### src/source/cpu_pkg.sv
package cpu_pkg;

    typedef logic [31:0] word_t;

    typedef enum logic [6:0] {
        OP_LUI    = 7'b0110111,
        OP_AUIPC  = 7'b0010111,
        OP_JAL    = 7'b1101111,
        OP_JALR   = 7'b1100111,
        OP_BRANCH = 7'b1100011,
        OP_LOAD   = 7'b0000011,
        OP_STORE  = 7'b0100011,
        OP_IMM    = 7'b0010011,
        OP_REG    = 7'b0110011,
        OP_SYSTEM = 7'b1110011
    } opcode_t;

    typedef enum logic [3:0] {
        ALU_ADD, ALU_SUB, ALU_SLL, ALU_SLT, ALU_SLTU, ALU_XOR,
        ALU_SRL, ALU_SRA, ALU_OR, ALU_AND, ALU_COPY_B
    } alu_op_t;

    typedef enum logic [2:0] {IMM_I, IMM_S, IMM_B, IMM_U, IMM_J} imm_sel_t;

    typedef enum logic [1:0] {WB_MEM, WB_ALU, WB_PC4} wb_sel_t;

    // all-zero encoding must stay a bubble
    typedef enum logic [2:0] {BR_NONE, BR_EQ, BR_NE, BR_LT, BR_GE} br_kind_t;

    typedef struct packed {
        alu_op_t  alu_op;
        imm_sel_t imm_sel;
        logic     a_pc;
        logic     b_imm;
        logic     br_un;
        br_kind_t br_kind;
        logic     jump;
        logic     mem_we;
        logic     reg_we;
        wb_sel_t  wb_sel;
        logic     csr_we;
        logic     csr_imm;
    } ctrl_t;

    typedef struct packed {
        ctrl_t      ctrl;
        word_t      pc;
        word_t      pc_plus_4;
        word_t      rs1_data;
        word_t      rs2_data;
        word_t      imm;
        logic [4:0] rd;
        logic [4:0] rs1;
        logic [4:0] rs2;
        logic [4:0] zimm;
    } ex_payload_t;

    typedef struct packed {
        logic       reg_we;
        wb_sel_t    wb_sel;
        logic [4:0] rd;
        word_t      alu_y;
        word_t      pc_plus_4;
    } wb_payload_t;

    localparam logic [11:0] TOHOST_CSR = 12'h51e;
    localparam word_t       NOP_WORD   = 32'h0000_0013;

endpackage

### src/source/imm_gen.sv
`timescale 1ns/1ps

module imm_gen (
    input  cpu_pkg::word_t    inst,
    input  cpu_pkg::imm_sel_t sel,
    output cpu_pkg::word_t    imm
);

    logic sign;

    assign sign = inst[31];

    always_comb begin
        case (sel)
            cpu_pkg::IMM_I: imm = {{20{sign}}, inst[31:20]};
            cpu_pkg::IMM_S: imm = {{20{sign}}, inst[31:25], inst[11:7]};
            // branch offsets are in halfwords, bit 0 always clear
            cpu_pkg::IMM_B: imm = {{19{sign}}, sign, inst[7], inst[30:25], inst[11:8], 1'b0};
            cpu_pkg::IMM_U: imm = {inst[31:12], 12'd0};
            cpu_pkg::IMM_J: begin
                imm = {{11{sign}}, sign, inst[19:12], inst[20], inst[30:21], 1'b0};
            end
            default:        imm = '0;
        endcase
    end

endmodule

### config.mk
export PLATFORM = sky130hd
export DESIGN_NAME = imm_gen
export DESIGN_NICKNAME = d
export VERILOG_FILES = /design/src/source/cpu_pkg.sv /design/src/source/imm_gen.sv
export SDC_FILE = /design/constraint.sdc
export NUM_CORES = 1
export LEC_CHECK = 0
export ABC_AREA = 1
export CORE_AREA = 2 2 39 41
export DETAILED_ROUTE_END_ITERATION = 10
export DIE_AREA = 0 0 41 43
export DONT_BUFFER_PORTS = 1
export PLACE_DENSITY = 0.61
export SLEW_MARGIN = 20
export SYNTH_ARGS = -nofsm -noshare
export SYNTH_HDL_FRONTEND = slang
export SYNTH_SLANG_ARGS = --single-unit
### constraint.sdc
create_clock -name vclk -period 1.6
set_input_delay 0.08 -clock vclk [all_inputs]
set_output_delay 0.08 -clock vclk [all_outputs]
set_load 0.02 [all_outputs]
== Word-level counts from Yosys, hierarchy flattened ==
Cells that the tools add are included.
Widths: inputs -> output; s select.

* Bitwise operators: 0
* Divide/modulo/power cells: 0
* Equal/unequal tests: 4
* Multiplexer cells: 1
* $add $sub $neg: 0
* Order comparisons: 0
* Shift-type cells: 0
* Reduce and logical (&&, ||, !) cells: 1
* $mul: 0

{| class="wikitable"
|+ Operator list
! kind !! number
|-
| $pmux 32 s5 || 1
|-
| $eq 3x2->1 const B || 2
|-
| $eq 3x1->1 const B || 1
|-
| $eq 3x3->1 const B || 1
|-
| $logic_not 3->1 || 1
|}

* Latch bits: 0
* ROM bits: 0
* Input port bits: 35
* Register bits after elaboration: 0
* Bits in writable memories: 0
* Memories kept: 0
* Logic and storage cells: 6

== Depth between registers and ports, before layout ==
* Word-level depth: 2
* Depth in mapped cells: 5
* Mapped depth without buffers: 4

== Least setup slack after synthesis ==
Ideal clock, no wire load.

* Path kind: input to output
* Start point: input sel[1]
* End point: output imm[12]
* Arrival: 692 ps
* Stages: 4
* Path slack: 828 ps
* Path buffers: 1
* Cells stage by stage: nor2_4 > buf_2 > nand3_1 > nand3_1

* Longest elaborated chain between the ends: 2

{| class="wikitable"
|+ RTL lines
! what !! line !! text
|-
| start, declared || imm_gen.sv:5 || <nowiki>input cpu_pkg::imm_sel_t sel,</nowiki>
|-
| $eq 3x3->1, or another cell as far along || imm_gen.sv:14 || <nowiki>case (sel)</nowiki>
|-
| $pmux 32 s5 * || imm_gen.sv:14 ||
|-
| end, declared || imm_gen.sv:6 || <nowiki>output cpu_pkg::word_t imm</nowiki>
|}

Every way passes the cells marked *; elsewhere a longest branch is shown, timed or not.

== Worst setup path in the final report ==
* Start point: input sel[1]
* End point: output imm[27]

The elaborated chain is that of the path after synthesis.

==> results.md <==
| Metric | Reported | Unit |
|:---|:---|:---|
| Measured slew at the worst slew-check pin | 0.480 | ns |
| Tot GR Track Use | 16.8 | % |
| Sequential element share of the synthesized area | 0 | % |
| Initial antenna violation count | 0 | - |
| Overall power consumption | 204 | uW |
| Vias | 693 | - |
| Nets | 131 | - |
| Final number of hold-violating endpoints | 0 | - |
| Count of input and output buffers | 0 | - |
| Arithmetic-cell share of the synthesized area counting full adders, half adders and majority gates | 0 | % |
| Placer Congestion | 0.706 | - |
| Cell with the largest stage delay on the worst path | nand3_1 | - |
| Commonest non-fill, non-tap cell in the layout | nand2_1 | - |
| P&R area growth vs syn | -6.53 | % |
| Proportion of synthesized area in mux cells | 0 | % |
| Number of unique standard cell types used by synthesis | 16 | - |
| Total area of sequential cells | 0 | um2 |
| Grt total ovfl | 0 | - |
| Largest cells by area after synthesis | nand3_2, nand3_1, nand2_1, nand4_1, nor2_1 | - |
| Dominant cell type by area after synthesis | nand3_2 | - |
| Met2 global-route usage | 30.9 | % |
| Bufs and invs on worst path | 0 | - |
| Final critical delay including setup and external delays | 1.04 | ns |
| Post-route DRC violation count | 0 | - |
| Final period util | 65.2 | % |
| ANT nets after route | 0 | - |
| Number of global-route vias before repair | 519 | - |
| Cell Chain, Critical Path | nor2_4 -> nand2_2 -> nand3_1 | - |
| Synth Area in Compound Gates | 1.68 | % |
| Area of the core | 0.00138 | mm2 |
| Boundary pin count | 67 | - |
| Global-route track usage on met1 | 20.3 | % |
| Per-instance average area after synthesis | 5.83 | um2 |
| Startpoint class of the critical path | input port | - |
| First-pass GRT wire length | 2.21 | mm |
| Maximum frequency from static timing analysis | 958 | MHz |
| Result of the run | complete, no violations | - |
| Global Route met3 Usage | 2.62 | % |
| Initial core utilization | 42.9 | % |
| Warning count from the yosys run | 0 | - |
| Count of TritonRoute iterations in the first routing pass | 4 | - |
| Drt initial violations | 9 | - |
| Post-synthesis instance total | 102 | - |
| Max-Cap Viols | 0 | - |
| HPWL after DPL | 1.26 | mm |
| Final-layout clock buffer total | 0 | - |
| Number of setup violations in the final report | 0 | - |
| Hold_buf cts | 0 | - |
| RSZ-0062 raised after global routing | false | - |
| Number of antenna repair diodes | 0 | - |
| Class of the tightest hold or removal check | in2out | - |
| Routed vias/inst | 6.30 | - |
| Layout fillers | 169 | - |
| Combinational family with the most area after synthesis | simple AND/OR/NAND/NOR gates | - |
| Die Span Y | 43 | um |
| Highest fanout seen on the critical path | 15 | - |
| Worst Setup Slack, final | 0.556 | ns |
| Total of cells resized after clock tree synthesis | 0 | - |
| Commonest cells after routing, fill and taps aside | nand2_1, nand3_1, nand4_1 | - |
| Share of Yosys cell area claimed by the top area cell type | 16.8 | % |
| Kind of end point of the critical path | output port | - |
| Final sequential cell count | 0 | - |
| Die span in x | 41 | um |
| Buffer count from post-CTS setup fixing | 0 | - |
| Maximum number of pins on one net before global-route repair | 17 | - |
| Worst-case vdd ir drop | 0.0000919 | V |
| Mapped cell area | 594 | um2 |
| Syn_nets | 137 | - |
| Floorplan row count | 14 | - |
| Static power due to leakage | 0.301 | nW |
| Power density cells | 367 | mW/mm2 |
| Data arrival time of the critical path | 0.96 | ns |
| Post-synthesis share of cell area spent on and, or, nand and nor gates | 85.3 | % |
| Wire length after detailed routing | 1.66 | mm |
| Per-cell routed wire length | 15.0 | um |
| Category of the critical setup timing path | in2out | - |
| Relative slew margins | 68.1 | % |
| Critical Path Max Stage Delay | 0.30 | ns |
| Sum of negative setup slack | 0 | ns |
| Xor-xnor portion of the synthesized cell area | 0 | % |
| Max Slew Vio Count | 0 | - |
| Total Die Area | 0.00176 | mm2 |
| Global-route layer with the greatest usage | met2 | - |
| Place WS | 0.547 | ns |
| Data required time at the worst endpoint | 1.52 | ns |
| Kind of cell with the highest combined delay on the critical path | simple AND/OR/NAND/NOR gates | - |
| Ratio of cells with drive above 1 in the final layout | 23.4 | % |
## per-layer routing
layer | wire (um) | up-vias
met5 | 0 | -
met1 | 641 | 312
met3 | 184 | 0
met2 | 830 | 40
met4 | 0 | 0
li1 | - | 341
## path summary, 6_finish.rpt
check	slack, ns	cells past startpoint	start	to
hold / removal	0.30	2	inst[28]	imm[8]
setup / recovery	0.56	3	sel[1]	imm[27]
## report_power, final
group	switching (mW)	leakage, nW	internal (mW)	total, mW
Combinational	0.161	0.301	0.0431	0.204
Clock	0	0	0	0
Sequential	0	0	0	0
## through the flow
stage,util (%),instance area [um2],hold slack [ns],instances
after floorplan,-,594,0.293,102
after global placement,40.1,556,0.295,110
after detailed placement,40.1,556,0.301,110
after CTS,40.1,556,0.302,110
after global routing,40.1,556,0.310,110
final,40.1,556,0.300,110
## area by class of cell
| type | instances | area [um2] | area share [%] |
|---|---|---|---|
| multi-input cells | 89 | 517 | 93.0 |
| well taps | 16 | 20.0 | 3.60 |
| inverters | 5 | 18.8 | 3.38 |
## Yosys cell counts
| cell | count |
|---|---|
| nand2_1 | 25 |
| nand3_1 | 19 |
| nor2_4 | 3 |
| buf_2 | 5 |
| nand3_2 | 10 |
| buf_6 | 3 |
| nand2_2 | 2 |
| a21oi_1 | 1 |
| inv_1 | 2 |
| nand4_1 | 14 |
| inv_2 | 3 |
| nand2_4 | 2 |
| nor2_1 | 10 |
| o21ai_0 | 1 |
| nor2_2 | 1 |
| nand3_4 | 1 |
## cells by family (layout without fill, tap and decap cells)
logic type / count (synthesis) / count (layout)
buffers and inverters: 13 / 5
AND/OR/NAND/NOR: 87 / 87
AO/OA/AOI/OAI: 2 / 2
(Power assumes the default switching activity.)
