[src/source/cpu_pkg.sv]
package cpu_pkg;

    typedef logic [31:0] word_t;

    typedef enum logic [6:0] {
        OP_LUI    = 7'b0110111,
        OP_AUIPC  = 7'b0010111,
        OP_JAL    = 7'b1101111,
        OP_JALR   = 7'b1100111,
        OP_BRANCH = 7'b1100011,
        OP_LOAD   = 7'b0000011,
        OP_STORE  = 7'b0100011,
        OP_IMM    = 7'b0010011,
        OP_REG    = 7'b0110011,
        OP_SYSTEM = 7'b1110011
    } opcode_t;

    typedef enum logic [3:0] {
        ALU_ADD, ALU_SUB, ALU_SLL, ALU_SLT, ALU_SLTU, ALU_XOR,
        ALU_SRL, ALU_SRA, ALU_OR, ALU_AND, ALU_COPY_B
    } alu_op_t;

    typedef enum logic [2:0] {IMM_I, IMM_S, IMM_B, IMM_U, IMM_J} imm_sel_t;

    typedef enum logic [1:0] {WB_MEM, WB_ALU, WB_PC4} wb_sel_t;

    // all-zero encoding must stay a bubble
    typedef enum logic [2:0] {BR_NONE, BR_EQ, BR_NE, BR_LT, BR_GE} br_kind_t;

    typedef struct packed {
        alu_op_t  alu_op;
        imm_sel_t imm_sel;
        logic     a_pc;
        logic     b_imm;
        logic     br_un;
        br_kind_t br_kind;
        logic     jump;
        logic     mem_we;
        logic     reg_we;
        wb_sel_t  wb_sel;
        logic     csr_we;
        logic     csr_imm;
    } ctrl_t;

    typedef struct packed {
        ctrl_t      ctrl;
        word_t      pc;
        word_t      pc_plus_4;
        word_t      rs1_data;
        word_t      rs2_data;
        word_t      imm;
        logic [4:0] rd;
        logic [4:0] rs1;
        logic [4:0] rs2;
        logic [4:0] zimm;
    } ex_payload_t;

    typedef struct packed {
        logic       reg_we;
        wb_sel_t    wb_sel;
        logic [4:0] rd;
        word_t      alu_y;
        word_t      pc_plus_4;
    } wb_payload_t;

    localparam logic [11:0] TOHOST_CSR = 12'h51e;
    localparam word_t       NOP_WORD   = 32'h0000_0013;

endpackage

[src/source/alu.sv]
`timescale 1ns/1ps

module alu (
    input  cpu_pkg::word_t   a,
    input  cpu_pkg::word_t   b,
    input  cpu_pkg::alu_op_t op,
    output cpu_pkg::word_t   y
);

    logic [4:0] shamt;

    assign shamt = b[4:0];

    always_comb begin
        case (op)
            cpu_pkg::ALU_ADD:    y = a + b;
            cpu_pkg::ALU_SUB:    y = a - b;
            cpu_pkg::ALU_SLL:    y = a << shamt;
            cpu_pkg::ALU_SLT:    y = {31'd0, $signed(a) < $signed(b)};
            cpu_pkg::ALU_SLTU:   y = {31'd0, a < b};
            cpu_pkg::ALU_XOR:    y = a ^ b;
            cpu_pkg::ALU_SRL:    y = a >> shamt;
            // arithmetic shift keeps the sign of a
            cpu_pkg::ALU_SRA:    y = cpu_pkg::word_t'($signed(a) >>> shamt);
            cpu_pkg::ALU_OR:     y = a | b;
            cpu_pkg::ALU_AND:    y = a & b;
            // lui passes the U immediate straight through
            cpu_pkg::ALU_COPY_B: y = b;
            default:             y = '0;
        endcase
    end

endmodule

[config.mk]
export PLATFORM = sky130hd
export DESIGN_NAME = alu
export DESIGN_NICKNAME = d
export VERILOG_FILES = /design/src/source/cpu_pkg.sv /design/src/source/alu.sv
export SDC_FILE = /design/constraint.sdc
export NUM_CORES = 1
export LEC_CHECK = 0
export BUFFER_PORTS_ARGS = -buffer_cell sky130_fd_sc_hd__buf_2
export CAP_MARGIN = 20
export CELL_PAD_IN_SITES_DETAIL_PLACEMENT = 0
export CELL_PAD_IN_SITES_GLOBAL_PLACEMENT = 1
export CORE_AREA = 3 3 253 131
export DETAILED_ROUTE_END_ITERATION = 10
export DIE_AREA = 0 0 256 134
export PLACE_DENSITY_LB_ADDON = 0.1
export SLEW_MARGIN = 25
export SYNTH_ARGS = -nofsm -noshare
export SYNTH_HDL_FRONTEND = slang
export SYNTH_SLANG_ARGS = --single-unit
[constraint.sdc]
create_clock -name vclk -period 8.57
set_input_delay 2.571 -clock vclk [all_inputs]
set_output_delay 2.571 -clock vclk [all_outputs]
set_load 0.02 [all_outputs]
* Yosys cells after proc, flatten, opt, wreduce, memory -nomap -nowiden
Index checks and enable logic that the tools add are counted.
** Storage, ports and cells
- Register bits after elaboration :: 0
- Input port bits :: 68
- Output and inout bits :: 32
- Word-level logic and storage cells :: 22
** Cells by class
- Add/sub/neg operators :: 2
- Order comparisons :: 2
- Equal/unequal tests :: 10
- Shifts and indexed selects :: 3
- Multiplexer cells :: 1
- Bitwise gates (word level) :: 3
- Reduce and logical (&&, ||, !) cells :: 1
** Operators with widths (count)
- one-hot mux 32 bit (11 select lines) :: 1
- less-than comparator 32 bit :: 2
- adder 32 bit :: 1
- bitwise AND 32 bit :: 1
- bitwise OR 32 bit :: 1
- << shifter 32 x 5 -> 32 bit :: 1
- >> shifter 32 x 5 -> 32 bit :: 1
- >>> shifter 32 x 5 -> 32 bit :: 1
- subtractor 32 bit :: 1
- bitwise XOR 32 bit :: 1
- equality test 4 x 3 -> 1 bit (second input constant) :: 4
- equality test 4 bit (second input constant) :: 3
- equality test 4 x 2 -> 1 bit (second input constant) :: 2
- equality test 4 x 1 -> 1 bit (second input constant) :: 1
- logical NOT 4 bit :: 1

* Logic depth before layout (Yosys ltp)
- Depth after elaboration :: 2
- Depth in mapped cells :: 15

* Least setup slack after synthesis
Ideal clock, no wire load.
- Path kind :: input to output
- Start point :: input b[2]
- End point :: output y[24]
- Arrival :: 6053 ps
- Data required time :: 5999 ps
- Path slack :: -54 ps
- Stages :: 15
- Path buffers :: 4
- Cell sequence :: clkbuf_1 inv_2 buf_1 buf_1 ha_1 buf_2 nor2b_1 o31a_1 o21ai_1 o41ai_2 a41oi_2 or3_1 o221ai_1 nor2_1 o21ai_0
** Between the ends
- Cells in the longest elaborated chain, start to end :: 2
- Elaborated cells between the ends (all ways) :: 6
- Classes of those cells :: add/sub: 2; shift: 3; mux: 1
** RTL lines
- start, declared :: RTL line alu.sv:5 : input cpu_pkg::word_t b,
- subtractor 32 bit (tied with other cells) :: RTL line alu.sv:17 : cpu_pkg::ALU_SUB: y = a - b;
- one-hot mux 32 bit (11 select lines) (*) :: RTL line alu.sv:15 : case (op)
- end, declared :: RTL line alu.sv:7 : output cpu_pkg::word_t y
Every way passes the cells marked *; elsewhere a longest branch is shown, timed or not.

* Final worst setup path
- Start point :: input b[1]
- End point :: output y[29]
The elaborated chain is that of the path after synthesis.

==> impl_metrics.ini <==
[synthesis]
synth_most_common_cell = nor2_1
ys_top_cells_by_count = 183 x nor2_1, 141 x nand2_1, 138 x a21oi_1
synth_largest_area_cell = ha_1
syn_nets = 1604
postSynthAreaPerCell_um2 = 6.47
synth-adder-area-share_pct = 13.9
synth.area.top_cells = ha_1 13%, a21oi_1 7.4%, nor2_1 7.4%
synth.area.mux_share_pct = 14.6
yosysWarnings = 0
synth_top_area_share_pct = 13.5
synth_compound_area_share_pct = 36.7
synth_top_family_by_area = compound AO/OA/AOI/OAI gates
synth_xor_area_share_pct = 1.32
synthCells = 1434
synth_cell_types = 74
synth-simple-area-share_pct = 24.2
synth_seq_area_share_pct = 0
syn_area_um2 = 9280

[critical_path]
endpoint_kind = primary output
crit_start = b[1]
crit_required_ns = 6.00
path_class = in -> out
critPathMaxFanout = 42
arrival_ns = 5.90
critPathLaunchType = input port

[cells_and_area]
final_util_pct = 35.2
nClkBuffers = 0
n_sequential_cell = 0
drive_gt1_share_pct = 19.8
diodes = 0
seq_area_um2 = 0
fill_cells = 3516
syn2layout_area_growth_pct = 18.5
num-nets-final = 1734

[run]
cap_violations = 0

[global_route]
grt_pass1_vias = 11400
grtUsageTotal_pct = 32.9
grt-ovfl-total = 0
antenna_found_initial = 3
grt_pass1_wl_mm = 83.7
grt_max_degree = 99

[floorplan]
die_h_um = 134
chipWidth_um = 256
core_area_um2 = 31300
num_io_pins = 100
start_util_pct = 29.7
die-area_um2 = 34300
num_rows = 46

[timing]
worstMarginPinSlew_ns = 0.764
rsz0062_at_grt = no
finalHoldViolCount = 0
fmax_mhz = 118
slew_violations = 0
finalSetupTns_ns = 0
hold_ws_ns = 5.76
setup_violations = 0
post-route-period-util_pct = 98.9
relSlewSlack_pct = 48.8
fin_ws_ns = 0.0947
fin_crit_ns = 8.48

[power]
pwr_density_cell_nw_per_um2 = 76.5
leakage_uw = 0.00486
ir_worst_vdd_uv = 34.3

[detailed_routing]
ant_nets = 0
wirelength_mm = 59.1
vias_per_cell = 6.29
route.detailed.drc = 0
drt_iter0_drc = 2297
via_count = 12500
dr.pass1.iters = 8
avgRoutedWirePerCell_um = 29.6

[placement]
dp_worst_setup_slack_ns = 0.104
place_hpwl_mm = 47.9
numPortBuffers = 100
gp_congestion = 1.05

[status]
status = finished clean

[worst_hold_path]
hold_class = in -> out
hold_path.startpoint = b[9]
==> path summary, 6_finish.rpt <==
check | end | depth (start not counted) | slack (ns)
max | y[29] | 14 | 0.09
min | y[9] | 5 | 5.76
==> cell usage in the layout, fill, tap and decap left out, drive strengths merged, types with 12 or more instances in the layout <==
master   netlist  layout
buf           37     238
nor2         183     183
nand2        141     141
a21oi        138     138
o21ai        109     109
inv          104     104
ha           100     100
mux2i         55      55
nor3          40      40
o211ai        35      35
mux4          28      28
nand3         27      27
a221oi        20      20
o22ai         18      18
a211oi        18      18
nor2b         18      18
a31oi         18      18
nor4          16      16
mux2          15      15
a21o          14      14
o2111ai       14      14
and2          13      13
xnor2         13      13
a222oi        13      13
nand2b        12      12
a22oi         12      12
o221ai        12      12
or3           12      12
==> metrics by stage <==
| step | cells | total power [µW] | instance area (µm²) |
|---|---|---|---|
| 4_1_cts | 1994 | 810 | 11000 |
| 2_1_floorplan | 1434 | 464 | 9290 |
| 5_1_grt | 1994 | 887 | 11000 |
| 6_report | 1994 | 842 | 11000 |
| 3_3_place_gp | 1994 | 816 | 11000 |
| 3_5_place_dp | 1994 | 806 | 11000 |
==> what timing repair did <==
item | CTS | global route
setup endpoints to repair | 0 | 4
hold buffers | 0 | 0
gates resized for setup | 0 | 5
setup buffers | 0 | 0
==> power by group <==
group	internal [µW]	switching [µW]	total, µW
combinational	289	552	842
clock	0	0	0
sequential	0	0	0
==> layout make-up <==
cell class	instances	area, µm²	share of cell area [%]
Inverter	104	390	3.55
Multi-Input combinational cell	1220	8470	77.0
Tap cell	432	541	4.91
Timing Repair Buffer	238	1600	14.6
==> cell families after synthesis <==
group | count (synthesis)
adder cells (fa/ha/maj) | 102
AND/OR/NAND/NOR | 494
XOR/XNOR | 14
multiplexers | 98
AO/OA/AOI/OAI | 512
buffers and inverters | 214
==> worst max-delay path, cell delays in order <==
cell,delay [ns]
buf_4,0.15
buf_12,0.28
buf_4,0.38
mux2i_1,0.38
o22ai_1,0.16
a221oi_2,0.39
buf_4,0.20
o21ai_0,0.07
nand2_1,0.08
o2111ai_1,0.24
a2111o_1,0.50
o31ai_1,0.10
o311ai_2,0.16
buf_2,0.19
==> routing by layer <==
layer,share of wire (%),track usage (%)
met1,47,50.7
met2,38,44.2
met3,14,10.1
met4,2.1,5.25
met5,0.019,0
Power figures use the tool's default switching activity.
