[config.mk]
export PLATFORM = sky130hd
export DESIGN_NAME = reg_file
export DESIGN_NICKNAME = d
export VERILOG_FILES = /design/src/source/cpu_pkg.sv /design/src/source/reg_file.sv
export SDC_FILE = /design/constraint.sdc
export NUM_CORES = 1
export LEC_CHECK = 0
export ABC_AREA = 0
export BUFFER_PORTS_ARGS = -buffer_cell sky130_fd_sc_hd__buf_2
export CAP_MARGIN = 20
export CORE_MARGIN = 8
export CORE_UTILIZATION = 33
export DETAILED_ROUTE_END_ITERATION = 6
export PLACE_DENSITY = 0.55
export SETUP_SLACK_MARGIN = 0.05
export SLEW_MARGIN = 25
export SYNTH_ARGS = -nofsm -noshare
export SYNTH_HDL_FRONTEND = slang
export SYNTH_SLANG_ARGS = --single-unit
[constraint.sdc]
create_clock -name clk -period 3.27 [get_ports clk]
set_input_delay 0.327 -clock clk [delete_from_list [all_inputs] [get_ports clk]]
set_output_delay 0.327 -clock clk [all_outputs]
set_load 0.02 [all_outputs]
[src/source/cpu_pkg.sv]
package cpu_pkg;

    typedef logic [31:0] word_t;

    typedef enum logic [6:0] {
        OP_LUI    = 7'b0110111,
        OP_AUIPC  = 7'b0010111,
        OP_JAL    = 7'b1101111,
        OP_JALR   = 7'b1100111,
        OP_BRANCH = 7'b1100011,
        OP_LOAD   = 7'b0000011,
        OP_STORE  = 7'b0100011,
        OP_IMM    = 7'b0010011,
        OP_REG    = 7'b0110011,
        OP_SYSTEM = 7'b1110011
    } opcode_t;

    typedef enum logic [3:0] {
        ALU_ADD, ALU_SUB, ALU_SLL, ALU_SLT, ALU_SLTU, ALU_XOR,
        ALU_SRL, ALU_SRA, ALU_OR, ALU_AND, ALU_COPY_B
    } alu_op_t;

    typedef enum logic [2:0] {IMM_I, IMM_S, IMM_B, IMM_U, IMM_J} imm_sel_t;

    typedef enum logic [1:0] {WB_MEM, WB_ALU, WB_PC4} wb_sel_t;

    // all-zero encoding must stay a bubble
    typedef enum logic [2:0] {BR_NONE, BR_EQ, BR_NE, BR_LT, BR_GE} br_kind_t;

    typedef struct packed {
        alu_op_t  alu_op;
        imm_sel_t imm_sel;
        logic     a_pc;
        logic     b_imm;
        logic     br_un;
        br_kind_t br_kind;
        logic     jump;
        logic     mem_we;
        logic     reg_we;
        wb_sel_t  wb_sel;
        logic     csr_we;
        logic     csr_imm;
    } ctrl_t;

    typedef struct packed {
        ctrl_t      ctrl;
        word_t      pc;
        word_t      pc_plus_4;
        word_t      rs1_data;
        word_t      rs2_data;
        word_t      imm;
        logic [4:0] rd;
        logic [4:0] rs1;
        logic [4:0] rs2;
        logic [4:0] zimm;
    } ex_payload_t;

    typedef struct packed {
        logic       reg_we;
        wb_sel_t    wb_sel;
        logic [4:0] rd;
        word_t      alu_y;
        word_t      pc_plus_4;
    } wb_payload_t;

    localparam logic [11:0] TOHOST_CSR = 12'h51e;
    localparam word_t       NOP_WORD   = 32'h0000_0013;

endpackage

[src/source/reg_file.sv]
`timescale 1ns/1ps

module reg_file (
    input  logic           clk,
    input  logic [4:0]     ra1,
    input  logic [4:0]     ra2,
    input  logic [4:0]     wa,
    input  logic           we,
    input  cpu_pkg::word_t wd,
    output cpu_pkg::word_t rd1,
    output cpu_pkg::word_t rd2
);

    cpu_pkg::word_t regs [32];

    always_ff @(posedge clk) begin
        if (we && wa != 5'd0) begin
            regs[wa] <= wd;
        end
    end

    // x0 never holds anything but zero
    assign rd1 = (ra1 == 5'd0) ? '0 : regs[ra1];
    assign rd2 = (ra2 == 5'd0) ? '0 : regs[ra2];

endmodule

Yosys cells after proc, flatten, opt, wreduce, memory -nomap -nowiden
Memory sizes are Yosys's and may differ from the RTL's. Cells that the tools add are included. W data, S select, Z words.

Register bits after elaboration: 0. Bits in writable memories: 1024. Input port bits: 49. Output and inout bits: 64. Logic and storage cells: 9. Memories kept: 1.

Multiplexer cells: 4. Reductions and logical operators: 4.

Memories: regs (words 32, width 32, rd ports 2, clocked after memory_dff 0, write ports 1, RTL line reg_file.sv:14) `cpu_pkg::word_t regs [32];`.

Operator list (count): $mux W32 (2); $logic_not A5 Y1 (2); $reduce_bool A5 Y1 (1); $mux W1 (2); $logic_and A1 B1 Y1 (1).

Depth between registers and ports, before layout
Depth in word-level cells: 4. Mapped depth: 8.

Least setup slack after synthesis
Ideal clock, no wire load.

Path kind: input -> register. From: input port wa[1]. To: memory regs[12][0] in the netlist's numbering, enable pin. Setup time: 421 ps. Arrival time: 2326 ps. Required time: 2849 ps. Slack: 523 ps. Cell stages on the path: 3. Buffers on the path: 1. Cells stage by stage: or3b_2 -> clkbuf_1 -> nor2_1.

Cells in the longest elaborated chain, start to end: 4.

Ends and longest elaborated chain: start, declared (RTL line reg_file.sv:7) `input logic [4:0] wa,`; $reduce_bool A5 Y1 (RTL line reg_file.sv:17) `if (we && wa != 5'd0) begin`; $logic_and A1 B1 Y1 (RTL line reg_file.sv:17); $mux W1 (RTL line reg_file.sv:17); $mux W1 (implied by the code) (RTL line reg_file.sv:18) `regs[wa] <= wd;`; end, declared (RTL line reg_file.sv:14).

Several ways; a longest one is shown, not always the timed one.

Final worst setup path
From: input port ra1[1]. To: output port rd1[11].

Cells in the longest elaborated chain, start to end: 2. Elaborated cells on any way between the ends: 3.

Ends and longest elaborated chain: start, declared (RTL line reg_file.sv:5) `input logic [4:0] ra1,`; $mem_v2 Z32 W32 or $logic_not A5 Y1 (tied branches); $mux W32 * (RTL line reg_file.sv:23) `assign rd1 = (ra1 == 5'd0) ? '0 : regs[ra1];`; end, declared (RTL line reg_file.sv:10) `output cpu_pkg::word_t rd1,`.

Mark *: on every way between the ends. The rest lies on a longest branch, timed or not.

==> results by group <==
STA
  – Achievable clock frequency: around 320 MHz
  – Final hold violations: 0
  – Worst Tran Pin Value: approximately 1.0 ns
  – RSZ-0062 raised after global routing: no
  – Tcrit/Tclk final: 95.4%
  – Setup TNS: 0 ns
  – Final min period: 3.12 ns
  – Pins Over Slew Limit: 0
  – Setup violations, final: 0
  – Rel. slew slack: 30.1%

Detailed routing
  – Initial drt markers: 4,018
  – Drt via density: 6.19
  – Routed via count: a little under 30,000
  – Drt drc: 0
  – Routed len/inst: 35.7 µm
  – Routed Antenna Nets: 0
  – Final wirelength: 171,000 µm
  – First-pass DRT Iterations: 6

Synthesis
  – Post-synth top flop: edfxtp_1
  – Async set-or-reset flop fraction in the synthesized netlist: 0%
  – Synth Register Bits: between 1,000 and 1,500
  – Cell area after synthesis: 47,900 µm²
  – Largest family of logic cells by synthesized area: multiplexers
  – YS warnings: 0
  – Seq/Total Area, Yosys: 64.2%
  – Unique masters post-synth: 38
  – Synth Area in XOR/XNOR: 0%
  – Post-synth top area share: roughly 64%
  – Compound-cell area share of the yosys netlist: 6.09%
  – Simple-Gate Fraction of Synth Area: 2.17%
  – Synth area leaders: edfxtp_1 64%, mux4_2 14%, mux2i_1 6.7%
  – Adder-Cell Fraction of Synth Area: 0%
  – Number of enable flip-flop cells after synthesis: 1,024
  – Biggest area consumer among synthesized cells: edfxtp_1
  – Avg Inst Size Synth: 18.7 µm²
  – Gate count after technology mapping: 2,564
  – Mux share of post-synthesis cell area: 25.1%

Pwr
  – Power per cell area: 536 nW/µm²
  – Sw frac: 23.4%
  – Comb pwr share: under 10%
  – Sequential power share: slightly below 50%
  – Pleak: about 18 nW
  – Pint: 22.9 mW
  – Clock power frac: around 41%
  – Design Power: approximately 30 mW
  – Net switching power: around 7 mW
  – Largest vdd supply drop: 436 µV

Floorplan
  – Die Span Y: about 400 µm
  – Die area: 158,000 µm²
  – I/O Pins: ~110
  – Rows: 140
  – Core Region: about 140,000 µm²
  – Die width: 397 µm
  – Initial Utilization: 33.1%

Placement
  – HPWL after detailed placement: ~95,000 µm
  – Gpl congestion: 0.820
  – PortBufs: around 110

Worst setup path
  – Slowest Stage Delay on Critical Path: 0.56 ns
  – Worst path top cell family by delay: buffers and inverters
  – Worst-path maximum fanout: 32
  – Startpoint types: input pin
  – Cell mode on critical path: buf_4
  – WP buf/inv: 4
  – Critical Path Start: ra1[1]
  – WP data required: 2.94 ns
  – Crit-path cells: buf_8 -> buf_4 -> buf_4 -> mux4_2 -> a22oi_1 -> a311oi_1 -> buf_2
  – Critical-path top delay cell: mux4_2
  – CP Capture Type: output port
  – Type of the worst setup path: input pin to output port
  – CP Data Arrival Time: 2.79 ns

Finish
  – Max reg flops: a little over 1,000
  – Area grow syn2layout: 16.4%
  – Nets: roughly 2,800
  – Leading cell type in the layout, fill and taps excluded: edfxtp_1
  – Biggest register: regs
  – Share of layout cells above drive strength 1: 30.7%
  – Most frequent cells in the layout: 1,024 x edfxtp_1, 320 x mux2i_1, 298 x mux4_2, 129 x buf_4, 108 x clkbuf_16
  – Regs by FF count: regs: 1024 flops

Global route
  – Total grt overflow: 0
  – Vias in the first global route: between 30,000 and 40,000
  – Initial antenna violation count: 12
  – Largest net degree at the start of global routing: 59
  – All-Layer GR Usage: 20.9%
  – Wire length of the first global-routing pass: 235,000 µm

Flow run
  – Max Cap Violations: 0

Clocking
  – CTS tree: yes
  – Clock sinks: about 1,000
  – H-tree levels: 3
  – Post CTS Setup Buffer Count: 0
  – TritonCTS buffer count: 107
  – Clock buffer depth: 3
  – # hold bufs at CTS: 0
  – Clock Pin Slew Worst Setup and Hold Paths: roughly 0.060 ns
  – Root buffer cell: clkbuf_16

Hold path
  – Class of the worst hold path: input pin to flip-flop
  – Endpoint, Worst Hold: regs[28][28]
  – HP Start: wd[28]
  – Hold path depth: 1

Run status
  – Status: finished, final reports clean
[cell families (layout without fill, tap and decap cells)]
logic type / after synthesis / count (layout)
DFF: 1024 / 1024
muxes: 736 / 736
AOI/OAI and AO/OA: 375 / 375
buffers and inverters: 218 / 495
and+or+nand+nor: 210 / 210
other: 1 / 35
[layout make-up]
cell class / count / area, µm²
clock buffers: 130 / 2790
inverters: 2 / 8.76
flip-flops and latches: 1024 / 30700
repair buffers: 296 / 2700
multi-input cells: 1353 / 16400
diodes: 3 / 7.51
clock inverters: 67 / 703
fillers: 13000 / 89100
well taps: 1917 / 2400
[power groups by stage]
stage / Sequential, mW / Clock [mW] / Combinational (mW)
after CTS: 14.7 / 12.5 / 2.88
after detailed placement: 15.0 / 0 / 2.87
after global routing: 14.7 / 12.9 / 2.99
after floorplan: 15.0 / 0 / 1.63
after global placement: 15.0 / 0 / 2.83
final: 14.7 / 12.3 / 2.87
[what timing repair did]
action	CTS	global route
hold endpoints to repair	0	0
resized for setup	0	1
setup endpoints to repair	0	1
[per-layer routing]
metal | global-route usage [%] | up-vias | part of all wire, %
li1 | - | 11500 | -
met3 | 4.31 | 390 | 9.7
met1 | 27.9 | 15900 | 40
met5 | 0 | - | 0.019
met2 | 33.5 | 1877 | 47
met4 | 8.28 | 6 | 4.1
[worst max-delay path by stage]
stage	cells after the start	end	slack (ns)
5_1_grt	8	rd2[20]	0.10
4_1_cts	8	rd1[15]	0.09
6_report	7	rd1[11]	0.15
3_5_place_dp	8	rd1[15]	0.10
2_1_floorplan	3	regs[12][0]	0.52
3_3_place_gp	8	rd1[1]	0.10
[cell usage after synthesis, types with 2 or more instances]
library cell	number
a211oi_1	64
a21oi_1	32
a221oi_1	36
a221oi_2	19
a22oi_1	64
a311oi_1	32
and2_1	2
buf_1	3
buf_2	51
buf_4	51
buf_6	12
clkbuf_1	98
edfxtp_1	1024
inv_1	2
mux2_2	64
mux2i_1	320
mux4_1	54
mux4_2	298
nand2_1	83
nand3_1	2
nand3b_1	6
nand4_1	32
nor2_1	36
nor2b_1	37
o2111ai_1	9
o21ai_0	51
o21ai_1	4
o221ai_1	64
or3_1	2
or3b_1	2
or3b_2	3
[metrics by stage]
stage	std cells	instance area (µm²)	hold WS, ns	setup slack, ns	util, %
after global placement	4592	52300	0.803	0.105	36.1
after global routing	4789	55800	0.0728	0.101	38.5
after floorplan	2595	48000	0.426	0.523	-
final	4792	55800	0.0915	0.152	38.5
after detailed placement	4592	52300	0.834	0.101	36.1
after CTS	4789	55800	0.0309	0.0887	38.5
No activity file was read; power rests on OpenSTA's default activity.
