`src/source/cpu_pkg.sv`:
```
package cpu_pkg;

    typedef logic [31:0] word_t;

    typedef enum logic [6:0] {
        OP_LUI    = 7'b0110111,
        OP_AUIPC  = 7'b0010111,
        OP_JAL    = 7'b1101111,
        OP_JALR   = 7'b1100111,
        OP_BRANCH = 7'b1100011,
        OP_LOAD   = 7'b0000011,
        OP_STORE  = 7'b0100011,
        OP_IMM    = 7'b0010011,
        OP_REG    = 7'b0110011,
        OP_SYSTEM = 7'b1110011
    } opcode_t;

    typedef enum logic [3:0] {
        ALU_ADD, ALU_SUB, ALU_SLL, ALU_SLT, ALU_SLTU, ALU_XOR,
        ALU_SRL, ALU_SRA, ALU_OR, ALU_AND, ALU_COPY_B
    } alu_op_t;

    typedef enum logic [2:0] {IMM_I, IMM_S, IMM_B, IMM_U, IMM_J} imm_sel_t;

    typedef enum logic [1:0] {WB_MEM, WB_ALU, WB_PC4} wb_sel_t;

    // all-zero encoding must stay a bubble
    typedef enum logic [2:0] {BR_NONE, BR_EQ, BR_NE, BR_LT, BR_GE} br_kind_t;

    typedef struct packed {
        alu_op_t  alu_op;
        imm_sel_t imm_sel;
        logic     a_pc;
        logic     b_imm;
        logic     br_un;
        br_kind_t br_kind;
        logic     jump;
        logic     mem_we;
        logic     reg_we;
        wb_sel_t  wb_sel;
        logic     csr_we;
        logic     csr_imm;
    } ctrl_t;

    typedef struct packed {
        ctrl_t      ctrl;
        word_t      pc;
        word_t      pc_plus_4;
        word_t      rs1_data;
        word_t      rs2_data;
        word_t      imm;
        logic [4:0] rd;
        logic [4:0] rs1;
        logic [4:0] rs2;
        logic [4:0] zimm;
    } ex_payload_t;

    typedef struct packed {
        logic       reg_we;
        wb_sel_t    wb_sel;
        logic [4:0] rd;
        word_t      alu_y;
        word_t      pc_plus_4;
    } wb_payload_t;

    localparam logic [11:0] TOHOST_CSR = 12'h51e;
    localparam word_t       NOP_WORD   = 32'h0000_0013;

endpackage

```
`src/source/decoder.sv`:
```
`timescale 1ns/1ps

module decoder (
    input  cpu_pkg::word_t       inst,
    input  cpu_pkg::ex_payload_t ex,
    input  cpu_pkg::wb_payload_t wb,
    input  cpu_pkg::word_t       a_ex,
    input  cpu_pkg::word_t       b_ex,
    output cpu_pkg::ctrl_t       ctrl,
    output logic                 fwd_a_dec,
    output logic                 fwd_b_dec,
    output logic                 fwd_a_ex,
    output logic                 fwd_b_ex,
    output logic                 redirect,
    output logic                 flush
);

    logic [2:0] funct3;
    logic       alt;
    logic       wb_fwd;
    logic       br_eq;
    logic       br_lt;
    logic       taken;

    function automatic cpu_pkg::alu_op_t alu_sel(input logic [2:0] f3, input logic sub_sra);
        case (f3)
            3'b000:  alu_sel = sub_sra ? cpu_pkg::ALU_SUB : cpu_pkg::ALU_ADD;
            3'b001:  alu_sel = cpu_pkg::ALU_SLL;
            3'b010:  alu_sel = cpu_pkg::ALU_SLT;
            3'b011:  alu_sel = cpu_pkg::ALU_SLTU;
            3'b100:  alu_sel = cpu_pkg::ALU_XOR;
            3'b101:  alu_sel = sub_sra ? cpu_pkg::ALU_SRA : cpu_pkg::ALU_SRL;
            3'b110:  alu_sel = cpu_pkg::ALU_OR;
            default: alu_sel = cpu_pkg::ALU_AND;
        endcase
    endfunction

    assign funct3 = inst[14:12];
    assign alt = inst[30];

    always_comb begin
        ctrl = '0;
        case (inst[6:0])
            cpu_pkg::OP_LUI: begin
                ctrl.imm_sel = cpu_pkg::IMM_U;
                ctrl.b_imm = 1'b1;
                ctrl.alu_op = cpu_pkg::ALU_COPY_B;
                ctrl.reg_we = 1'b1;
                ctrl.wb_sel = cpu_pkg::WB_ALU;
            end
            cpu_pkg::OP_AUIPC: begin
                ctrl.imm_sel = cpu_pkg::IMM_U;
                ctrl.a_pc = 1'b1;
                ctrl.b_imm = 1'b1;
                ctrl.reg_we = 1'b1;
                ctrl.wb_sel = cpu_pkg::WB_ALU;
            end
            cpu_pkg::OP_JAL, cpu_pkg::OP_JALR: begin
                // target comes from the adder, rd gets the link address
                ctrl.imm_sel = inst[3] ? cpu_pkg::IMM_J : cpu_pkg::IMM_I;
                ctrl.a_pc = inst[3];
                ctrl.b_imm = 1'b1;
                ctrl.jump = 1'b1;
                ctrl.reg_we = 1'b1;
                ctrl.wb_sel = cpu_pkg::WB_PC4;
            end
            cpu_pkg::OP_BRANCH: begin
                ctrl.imm_sel = cpu_pkg::IMM_B;
                ctrl.a_pc = 1'b1;
                ctrl.b_imm = 1'b1;
                ctrl.br_un = funct3[1];
                case (funct3)
                    3'b000:         ctrl.br_kind = cpu_pkg::BR_EQ;
                    3'b001:         ctrl.br_kind = cpu_pkg::BR_NE;
                    3'b100, 3'b110: ctrl.br_kind = cpu_pkg::BR_LT;
                    3'b101, 3'b111: ctrl.br_kind = cpu_pkg::BR_GE;
                    default:        ctrl.br_kind = cpu_pkg::BR_NONE;
                endcase
            end
            cpu_pkg::OP_LOAD: begin
                ctrl.b_imm = 1'b1;
                ctrl.reg_we = 1'b1;
                ctrl.wb_sel = cpu_pkg::WB_MEM;
            end
            cpu_pkg::OP_STORE: begin
                ctrl.imm_sel = cpu_pkg::IMM_S;
                ctrl.b_imm = 1'b1;
                ctrl.mem_we = 1'b1;
            end
            cpu_pkg::OP_IMM: begin
                ctrl.b_imm = 1'b1;
                ctrl.alu_op = alu_sel(funct3, alt && funct3 == 3'b101);
                ctrl.reg_we = 1'b1;
                ctrl.wb_sel = cpu_pkg::WB_ALU;
            end
            cpu_pkg::OP_REG: begin
                ctrl.alu_op = alu_sel(funct3, alt);
                ctrl.reg_we = 1'b1;
                ctrl.wb_sel = cpu_pkg::WB_ALU;
            end
            cpu_pkg::OP_SYSTEM: begin
                // only csrrw / csrrwi to tohost, anything else is a nop
                ctrl.csr_we = (inst[31:20] == cpu_pkg::TOHOST_CSR) && (funct3[1:0] == 2'b01);
                ctrl.csr_imm = funct3[2];
            end
            default: ctrl = '0;
        endcase
    end

    assign wb_fwd = wb.reg_we && (wb.rd != 5'd0);
    assign fwd_a_dec = wb_fwd && (wb.rd == inst[19:15]);
    assign fwd_b_dec = wb_fwd && (wb.rd == inst[24:20]);
    assign fwd_a_ex = wb_fwd && (wb.rd == ex.rs1);
    assign fwd_b_ex = wb_fwd && (wb.rd == ex.rs2);

    // branch compare on the forwarded execute operands
    always_comb begin
        br_eq = (a_ex == b_ex);
        br_lt = ex.ctrl.br_un ? (a_ex < b_ex) : ($signed(a_ex) < $signed(b_ex));
        case (ex.ctrl.br_kind)
            cpu_pkg::BR_EQ: taken = br_eq;
            cpu_pkg::BR_NE: taken = !br_eq;
            cpu_pkg::BR_LT: taken = br_lt;
            cpu_pkg::BR_GE: taken = !br_lt;
            default:        taken = 1'b0;
        endcase
    end

    assign redirect = ex.ctrl.jump || taken;
    // the one instruction fetched behind a redirect is dropped
    assign flush = redirect;

endmodule

```
`config.mk`:
```
export PLATFORM = sky130hd
export DESIGN_NAME = decoder
export DESIGN_NICKNAME = d
export VERILOG_FILES = /design/src/source/cpu_pkg.sv /design/src/source/decoder.sv
export SDC_FILE = /design/constraint.sdc
export NUM_CORES = 1
export LEC_CHECK = 0
export BUFFER_PORTS_ARGS = -buffer_cell sky130_fd_sc_hd__clkbuf_2
export CORE_AREA = 4 4 149 151
export DETAILED_ROUTE_END_ITERATION = 12
export DIE_AREA = 0 0 153 155
export PLACE_DENSITY_LB_ADDON = 0.25
export SYNTH_ARGS = -nofsm -noshare
export SYNTH_HDL_FRONTEND = slang
export SYNTH_SLANG_ARGS = --single-unit
```
`constraint.sdc`:
```
create_clock -name vclk -period 6.4
set_clock_uncertainty 0.15 [all_clocks]
set_input_delay 0.64 -clock vclk [all_inputs]
set_output_delay 0.64 -clock vclk [all_outputs]
set_load 0.03 [all_outputs]
```
# --- After elaboration in Yosys (flattened, before gate mapping) ---
# Cells that the tools add are included.
op_classes:
  n_lt_le_gt_ge: 2
  n_eq_ne: 28
  n_reduce_logical: 19
  mux: 19
ops:
  columns: ["operator", "n"]
  rows:
  - ["< comparator 32 bit", 2]
  - ["case mux 4 bit (7 select lines)", 2]
  - ["equality test 32 bit", 1]
  - ["equality test 7 bit, second input constant", 4]
  - ["case mux 3 bit (4 select lines)", 2]
  - ["equality test 7 x 6 -> 1 bit, second input constant", 3]
  - ["equality test 5 bit", 4]
  - ["equality test 3 bit, second input constant", 5]
  - ["equality test 7 x 5 -> 1 bit, second input constant", 2]
  - ["equality test 12 x 11 -> 1 bit, second input constant", 1]
  - ["equality test 3 x 2 -> 1 bit, second input constant", 4]
  - ["case mux 4 bit (3 select lines)", 1]
  - ["OR reduction 2 bit", 5]
  - ["case mux 3 bit (3 select lines)", 1]
  - ["two-way mux 1 bit", 8]
  - ["OR reduction 8 bit", 1]
  - ["equality test 7 x 2 -> 1 bit, second input constant", 1]
  - ["logical AND 1 bit", 7]
  - ["equality test 3 x 1 -> 1 bit, second input constant", 2]
  - ["nonzero test 5 bit", 1]
  - ["two-way mux 4 bit", 1]
  - ["case mux 1 bit (4 select lines)", 1]
  - ["OR reduction 4 bit", 1]
  - ["zero test 3 bit", 1]
  - ["other kinds (6)", 7]
word_totals:
  output_inout_bits: 26
  word_cells: 68
  in_bits: 368
  register_bits: 0

# --- Logic depth before layout (Yosys ltp) ---
# Gate-level depths: netlist (run 1).
depth:
  depth_word: 5
  depth_mapped: 10
  ltp_nobuf: 9

# --- Worst setup path before layout (run 1) ---
# No wires, ideal clock.
synth_timing:
  path_kind: "in2out"
  start: "input port b_ex[14]"
  end: "output port redirect"
  stages: 10
  t_required_ns: 5.610
  path_slack_ns: 2.756
  path_buffers: 1
  t_arrival_ns: 2.854
  cell_sequence: "inv_1 ha_1 nand4_1 nor4_2 a21boi_2 o41ai_2 o311ai_2 xor2_1 mux2i_1 buf_4"
synth_via:
  elab_chain_len: 5
  elab_cells_between_ends: 8
  cone_classes: "2 x order compare; 1 x eq/ne; 2 x mux; 3 x reduce/logical"
synth_rtl:
  columns: ["item", "line_no", "rtl"]
  rows:
  - ["from (decl)", "decoder.sv:8", "input cpu_pkg::word_t b_ex,"]
  - ["< comparator 32 bit", "decoder.sv:119", "br_lt = ex.ctrl.br_un ? (a_ex < b_ex) : ($signed(a_ex) < $signed(b_ex));"]
  - ["two-way mux 1 bit", "decoder.sv:119", null]
  - ["zero test 1 bit", "decoder.sv:124", "cpu_pkg::BR_GE: taken = !br_lt;"]
  - ["case mux 1 bit (4 select lines) (*)", "decoder.sv:120", "case (ex.ctrl.br_kind)"]
  - ["logical OR 1 bit (*)", "decoder.sv:129", "assign redirect = ex.ctrl.jump || taken;"]
  - ["to (decl)", "decoder.sv:14", "output logic redirect,"]
# Mark *: on every way between the ends. The rest lies on a longest branch, timed or not.

# --- Worst setup path after layout (run 1) ---
layout_timing:
  start: "input port b_ex[7]"
  end: "output port redirect"
# Same word-level chain as after synthesis.

==> results of run 1 <==
-- where the power goes --
group          internal [uW]  switching, uW  total [uW]  leakage, uW
clock                      0              0           0            0
sequential                 0              0           0            0
combinational           62.1           68.5         131      0.00135
total                   62.1           68.5         131      0.00135
-- critical path: cells and delay by family --
family                     cells  cell delay, ps
buffers and inverters          3             340
adders and majority gates      1             280
muxes                          1             260
AOI/OAI and AO/OA              5            1060
xor gates and xnor gates       1             220
-- area by class of cell --
cell class / count / area (um2) / area share [%]
Multi-Input combinational cell: 174 / 1350 / 53.4
Timing Repair Buffer: 138 / 691 / 27.4
Tap cell: 275 / 344 / 13.7
Inverter: 37 / 139 / 5.51
-- metal layers --
| layer | global-route usage, % | up-vias | routed length [um] |
|---|---|---|---|
| met3 | 1.08 | 4 | 581 |
| met1 | 6.19 | 836 | 2750 |
| met2 | 7.73 | 109 | 2620 |
| met4 | 0.424 | 0 | 42 |
| li1 | - | 1041 | - |
| met5 | 0 | - | 0 |
-- kinds of logic (layout without fill, tap and decap cells) --
| family | count (synthesis) | count (layout) | share of synthesized area (%) |
|---|---|---|---|
| compound gates | 39 | 39 | 18.0 |
| xor+xnor | 21 | 21 | 12.1 |
| fa+ha+maj | 32 | 32 | 26.3 |
| buf+inv | 46 | 175 | 11.7 |
| mux | 3 | 3 | 2.05 |
| simple gates | 79 | 79 | 30.0 |
-- synth_stat cells, drive strengths merged, types with 4 or more instances --
master	count	area share, %
xor2	9	5.2
nor3	7	2.3
nand3	10	3.3
ha	32	26
a21o	4	2.0
nor4	9	5.1
o21ai	6	2.0
nor2	16	3.9
xnor2	12	6.9
nand2	15	3.7
a21oi	17	5.8
clkbuf	6	1.5
nand4	7	3.3
inv	37	9.1
-- stage by stage --
step	area (um2)	worst slack (ps)	hold WS (ps)	power (uW)	instances
2_1_floorplan	1520	2760	1250	76.9	220
3_3_place_gp	2520	2700	1520	134	624
5_1_grt	2520	2550	1530	149	624
3_5_place_dp	2520	2710	1510	132	624
6_report	2520	2800	1510	131	624
4_1_cts	2520	2700	1510	133	624
-- worst max-delay path by stage --
stage	from	endpoint	slack, ps	cells past startpoint
after floorplan	b_ex[14]	redirect	2760	10
after global placement	b_ex[7]	redirect	2700	11
after detailed placement	b_ex[7]	flush	2710	11
after CTS	b_ex[7]	flush	2700	11
after global routing	b_ex[7]	redirect	2550	11
final	b_ex[7]	redirect	2800	11
==> impl_table.tex, run 1 <==
\begin{tabular}{lr}
\hline
Metric & Value \\
\hline
\multicolumn{2}{l}{\textbf{Detailed routing}} \\
DRT iter0 DRCs & 31 \\
Total vias in the final route & 1990 \\
Vias per inst & 3.19 \\
Total routed wirelength & 5990 um \\
Detailed-routing iteration count for the pre-antenna-repair pass & 4 \\
WL per Instance & 9.61 um \\
Antenna Violating Nets Remaining & 0 \\
Drc violations & 0 \\
\multicolumn{2}{l}{\textbf{Cells and area}} \\
Leading cell types in the layout, fill and taps excluded & sky130\_fd\_sc\_hd\_\_clkbuf\_2, sky130\_fd\_sc\_hd\_\_inv\_1, sky130\_fd\_sc\_hd\_\_ha\_1 \\
Leading cell type in the layout, fill and taps excluded & sky130\_fd\_sc\_hd\_\_clkbuf\_2 \\
Fill cell count & 2443 \\
Fraction of final layout cells with drive strength greater than 1 & 42.7\% \\
Fin nets & 751 \\
Antenna diode count & 0 \\
Sequential cell area in the final layout & 0 um2 \\
Layout overhead on the synthesized area & 65.4\% \\
Core occupancy in the finished layout & 12.1\% \\
Total of clock buffers placed in the layout & 0 \\
Flip-flop and latch count & 0 \\
\multicolumn{2}{l}{\textbf{Setup path}} \\
Sort of element at the end of the critical path & primary output \\
Arr. time, crit path & 2810 ps \\
Required time of the critical path & 5610 ps \\
Maximum fanout along the worst path & 2 \\
CP startpoint kind & input pin \\
Worst setup path category & input pin to primary output \\
Most used cell along the critical path & sky130\_fd\_sc\_hd\_\_clkbuf\_2 \\
Standard cell with the maximum stage delay on the critical path & sky130\_fd\_sc\_hd\_\_ha\_1 \\
CP cell instances & clkbuf\_2 > inv\_1 > ha\_1 > a21oi\_1 > o21ai\_0 > a22o\_1 > o41ai\_2 > o311ai\_2 > xor2\_1 > mux2i\_1 > clkbuf\_2 \\
CP peak stage delay & 280 ps \\
\multicolumn{2}{l}{\textbf{Outcome}} \\
Run status & finished clean \\
\multicolumn{2}{l}{\textbf{Floorplanning}} \\
Num rows & 53 \\
Die area & 23700 um2 \\
Die boundary height & 155 um \\
I/O Pins & 394 \\
Area of the core region & 20800 um2 \\
Die Wd & 153 um \\
Initial standard-cell utilization of the core & 7.32\% \\
\multicolumn{2}{l}{\textbf{Synth}} \\
Synth Cell Area & 1520 um2 \\
Cell variety after synth & 47 \\
Cells after synthesis & 220 \\
Register area share after synthesis & 0\% \\
Yosys warns & 0 \\
Per-instance average area after synthesis & 6.93 um2 \\
Net count after synthesis & 620 \\
\multicolumn{2}{l}{\textbf{Clock network}} \\
Count of hold-fix buffers inserted at cts & 0 \\
Post\_cts resized & 0 \\
Postcts setup bufs & 0 \\
\multicolumn{2}{l}{\textbf{Timing}} \\
Final min period & 3600 ps \\
Final number of max-transition violations & 0 \\
Relative max-transition margin & 75.4\% \\
Final hold violation count & 0 \\
Maximum achievable frequency & 277 MHz \\
Finish-stage setup viols & 0 \\
Sum of negative setup slack & 0 ps \\
Slew @ Worst Pin & 359 ps \\
Setup repair after global routing missed its margin & false \\
Portion of the clock cycle consumed by the worst path in the final layout & 56.3\% \\
\multicolumn{2}{l}{\textbf{Min path}} \\
Worst-case hold path end point & ctrl[1] \\
Worst hold path depth & 5 \\
Class of the tightest hold or removal check & input pin to primary output \\
Min-delay src & inst[26] \\
\multicolumn{2}{l}{\textbf{Placement}} \\
Placed wire-length estimate & 5670 um \\
Final estimated routing congestion in global placement & 0.761 \\
Number of buffers inserted by port buffering & 138 \\
\multicolumn{2}{l}{\textbf{Global route}} \\
Via count of the first global-routing pass & 1993 \\
First-pass GRT wire length & 9390 um \\
Largest net degree at the start of global routing & 12 \\
Remaining Overflow, GRT & 0 \\
Antenna violations before repair & 0 \\
Gr usage total & 4.58\% \\
\multicolumn{2}{l}{\textbf{Power}} \\
LEAKAGE & 0.00135 uW \\
Largest voltage drop on the vdd net & 0.0000205 V \\
Power density over cell area & 51.8 nW/um2 \\
\multicolumn{2}{l}{\textbf{Run}} \\
Max-cap violation count & 0 \\
\hline
\end{tabular}
(Power assumes the default switching activity.)
==> run 2: changes to the inputs <==
- CORE_AREA: 4 4 149 151 -> 4 4 151 153
- DIE_AREA: 0 0 153 155 -> 0 0 155 157
- clock period: 6.4 -> 3.5 ns (I/O delays scaled with it)
==> run 2 against run 1 <==
Net effect:
- clock-buffer cell count unchanged
- global-route usage decreased by 0.30 points
- critical path depth unchanged
- routed wire length decreased by 4.7%
- combinational power increased by 82%
- cell count increased by 0.80%
- sequential share of layout area unchanged
- critical endpoint unchanged
- largest power group unchanged
==> impl_table.tex, run 2 (synthesis results as in run 1) <==
\begin{tabular}{lr}
\hline
Metric & Value \\
\hline
\multicolumn{2}{l}{\textbf{Outcome}} \\
Run status & finished clean \\
\multicolumn{2}{l}{\textbf{Timing}} \\
Finish-stage setup viols & 0 (unchanged) \\
Final hold violation count & 0 (unchanged) \\
Final number of max-transition violations & 0 (unchanged) \\
Final min period & 3020 ps \\
Setup repair after global routing missed its margin & false \\
Portion of the clock cycle consumed by the worst path in the final layout & 86.4\% \\
Post-route worst setup slack & 477 ps (-2320 ps) \\
Final worst hold slack & 942 ps (-563 ps) \\
Relative max-transition margin & 69.4\% (-6.0 points) \\
Slew @ Worst Pin & 455 ps (+95.3 ps) \\
Maximum achievable frequency & 331 MHz \\
Sum of negative setup slack & 0 ps (unchanged) \\
\multicolumn{2}{l}{\textbf{Cells and area}} \\
Fin nets & 751 (unchanged) \\
Antenna diode count & 0 (unchanged) \\
Core occupancy in the finished layout & 11.7\% (-0.38 points) \\
Leading cell types in the layout, fill and taps excluded & sky130\_fd\_sc\_hd\_\_clkbuf\_2, sky130\_fd\_sc\_hd\_\_inv\_1, sky130\_fd\_sc\_hd\_\_ha\_1 \\
Total of clock buffers placed in the layout & 0 (unchanged) \\
Sequential cell area in the final layout & 0 um2 (unchanged) \\
Layout overhead on the synthesized area & 65.8\% \\
Fraction of final layout cells with drive strength greater than 1 & 42.7\% (unchanged) \\
Flip-flop and latch count & 0 (unchanged) \\
Leading cell type in the layout, fill and taps excluded & sky130\_fd\_sc\_hd\_\_clkbuf\_2 \\
\multicolumn{2}{l}{\textbf{Floorplanning}} \\
Die boundary height & 157 um (+1.3\%) \\
I/O Pins & 394 (unchanged) \\
Num rows & 54 (+1.9\%) \\
Initial standard-cell utilization of the core & 7.07\% (-0.25 points) \\
Area of the core region & 21600 um2 (+3.5\%) \\
Die Wd & 155 um (+1.3\%) \\
Die area & 24300 um2 (+2.6\%) \\
\multicolumn{2}{l}{\textbf{Placement}} \\
Number of buffers inserted by port buffering & 138 (unchanged) \\
Final estimated routing congestion in global placement & 0.726 (-4.5\%) \\
Placed wire-length estimate & 5440 um (-4.1\%) \\
Worst slack at placement & 379 ps (-2330 ps) \\
\multicolumn{2}{l}{\textbf{Setup path}} \\
Arr. time, crit path & 2520 ps (-290 ps) \\
CP peak stage delay & 350 ps (+70 ps) \\
Required time of the critical path & 3000 ps (-2610 ps) \\
CP startpoint kind & input pin \\
Critical path's top delay family & compound AO/OA/AOI/OAI gates \\
Most used cell along the critical path & sky130\_fd\_sc\_hd\_\_clkbuf\_2 \\
CP cell instances & clkbuf\_2 > inv\_1 > ha\_1 > nand4\_1 > nor4\_2 > a21boi\_2 > o41ai\_2 > o311ai\_2 > xor2\_1 > mux2i\_1 > clkbuf\_2 \\
Sort of element at the end of the critical path & primary output \\
Standard cell with the maximum stage delay on the critical path & sky130\_fd\_sc\_hd\_\_o41ai\_2 \\
Total buffers and inverters traversed by the critical path & 3 (unchanged) \\
Maximum fanout along the worst path & 3 (+1) \\
Worst setup path category & input pin to primary output \\
\multicolumn{2}{l}{\textbf{Power}} \\
Power density over cell area & 94.4 nW/um2 (+82\%) \\
LEAKAGE & 0.00135 uW (unchanged) \\
Largest voltage drop on the vdd net & 0.0000308 V (+51\%) \\
\multicolumn{2}{l}{\textbf{Clock network}} \\
Postcts setup bufs & 0 (unchanged) \\
Post\_cts resized & 0 (unchanged) \\
Count of hold-fix buffers inserted at cts & 0 (unchanged) \\
\multicolumn{2}{l}{\textbf{Global route}} \\
Remaining Overflow, GRT & 0 (unchanged) \\
Antenna violations before repair & 0 (unchanged) \\
Largest net degree at the start of global routing & 12 (unchanged) \\
Gr usage total & 4.28\% (-0.30 points) \\
Via count of the first global-routing pass & 2007 (+0.70\%) \\
First-pass GRT wire length & 9050 um (-3.6\%) \\
\multicolumn{2}{l}{\textbf{Detailed routing}} \\
Drc violations & 0 (unchanged) \\
Total vias in the final route & 1916 (-3.7\%) \\
Vias per inst & 3.05 (-4.5\%) \\
Detailed-routing iteration count for the pre-antenna-repair pass & 4 (unchanged) \\
DRT iter0 DRCs & 32 (+3.2\%) \\
WL per Instance & 9.08 um (-5.5\%) \\
Antenna Violating Nets Remaining & 0 (unchanged) \\
Total routed wirelength & 5710 um (-4.7\%) \\
\multicolumn{2}{l}{\textbf{Run}} \\
Max-cap violation count & 0 (unchanged) \\
\multicolumn{2}{l}{\textbf{Min path}} \\
Class of the tightest hold or removal check & input pin to primary output \\
\hline
\end{tabular}
-- run 2: per-layer routing --
metal  track usage (%)  vias to the layer above  routed length (um)
met5                 0                        -                   0
met2              7.64                      105                2570
met3              1.07                        2                 669
met4             0.252                        0                  23
met1              5.45                      773                2450
li1                  -                     1036                   -
-- run 2: final timing paths --
| path | to | depth (start not counted) | startpoint |
|---|---|---|---|
| max | redirect | 11 | b_ex[14] |
| min | ctrl[1] | 5 | inst[31] |
-- run 2: final cells by class --
class	count	area (um2)
repair buffers	138	691
inverters	37	139
fillers	2531	19000
multi-input cells	174	1350
well taps	280	350
-- run 2: through the flow --
stage               instance area (um2)  cells  power (uW)
floorplan                          1520    220         141
global placement                   2530    629         245
detailed placement                 2530    629         243
CTS                                2530    629         244
global route                       2530    629         273
finish                             2530    629         238
-- run 2: power by group --
part	switching (uW)	leakage (uW)	internal, uW
clock network	0	0	0
logic	124	0.00135	114
registers	0	0	0
total	124	0.00135	114
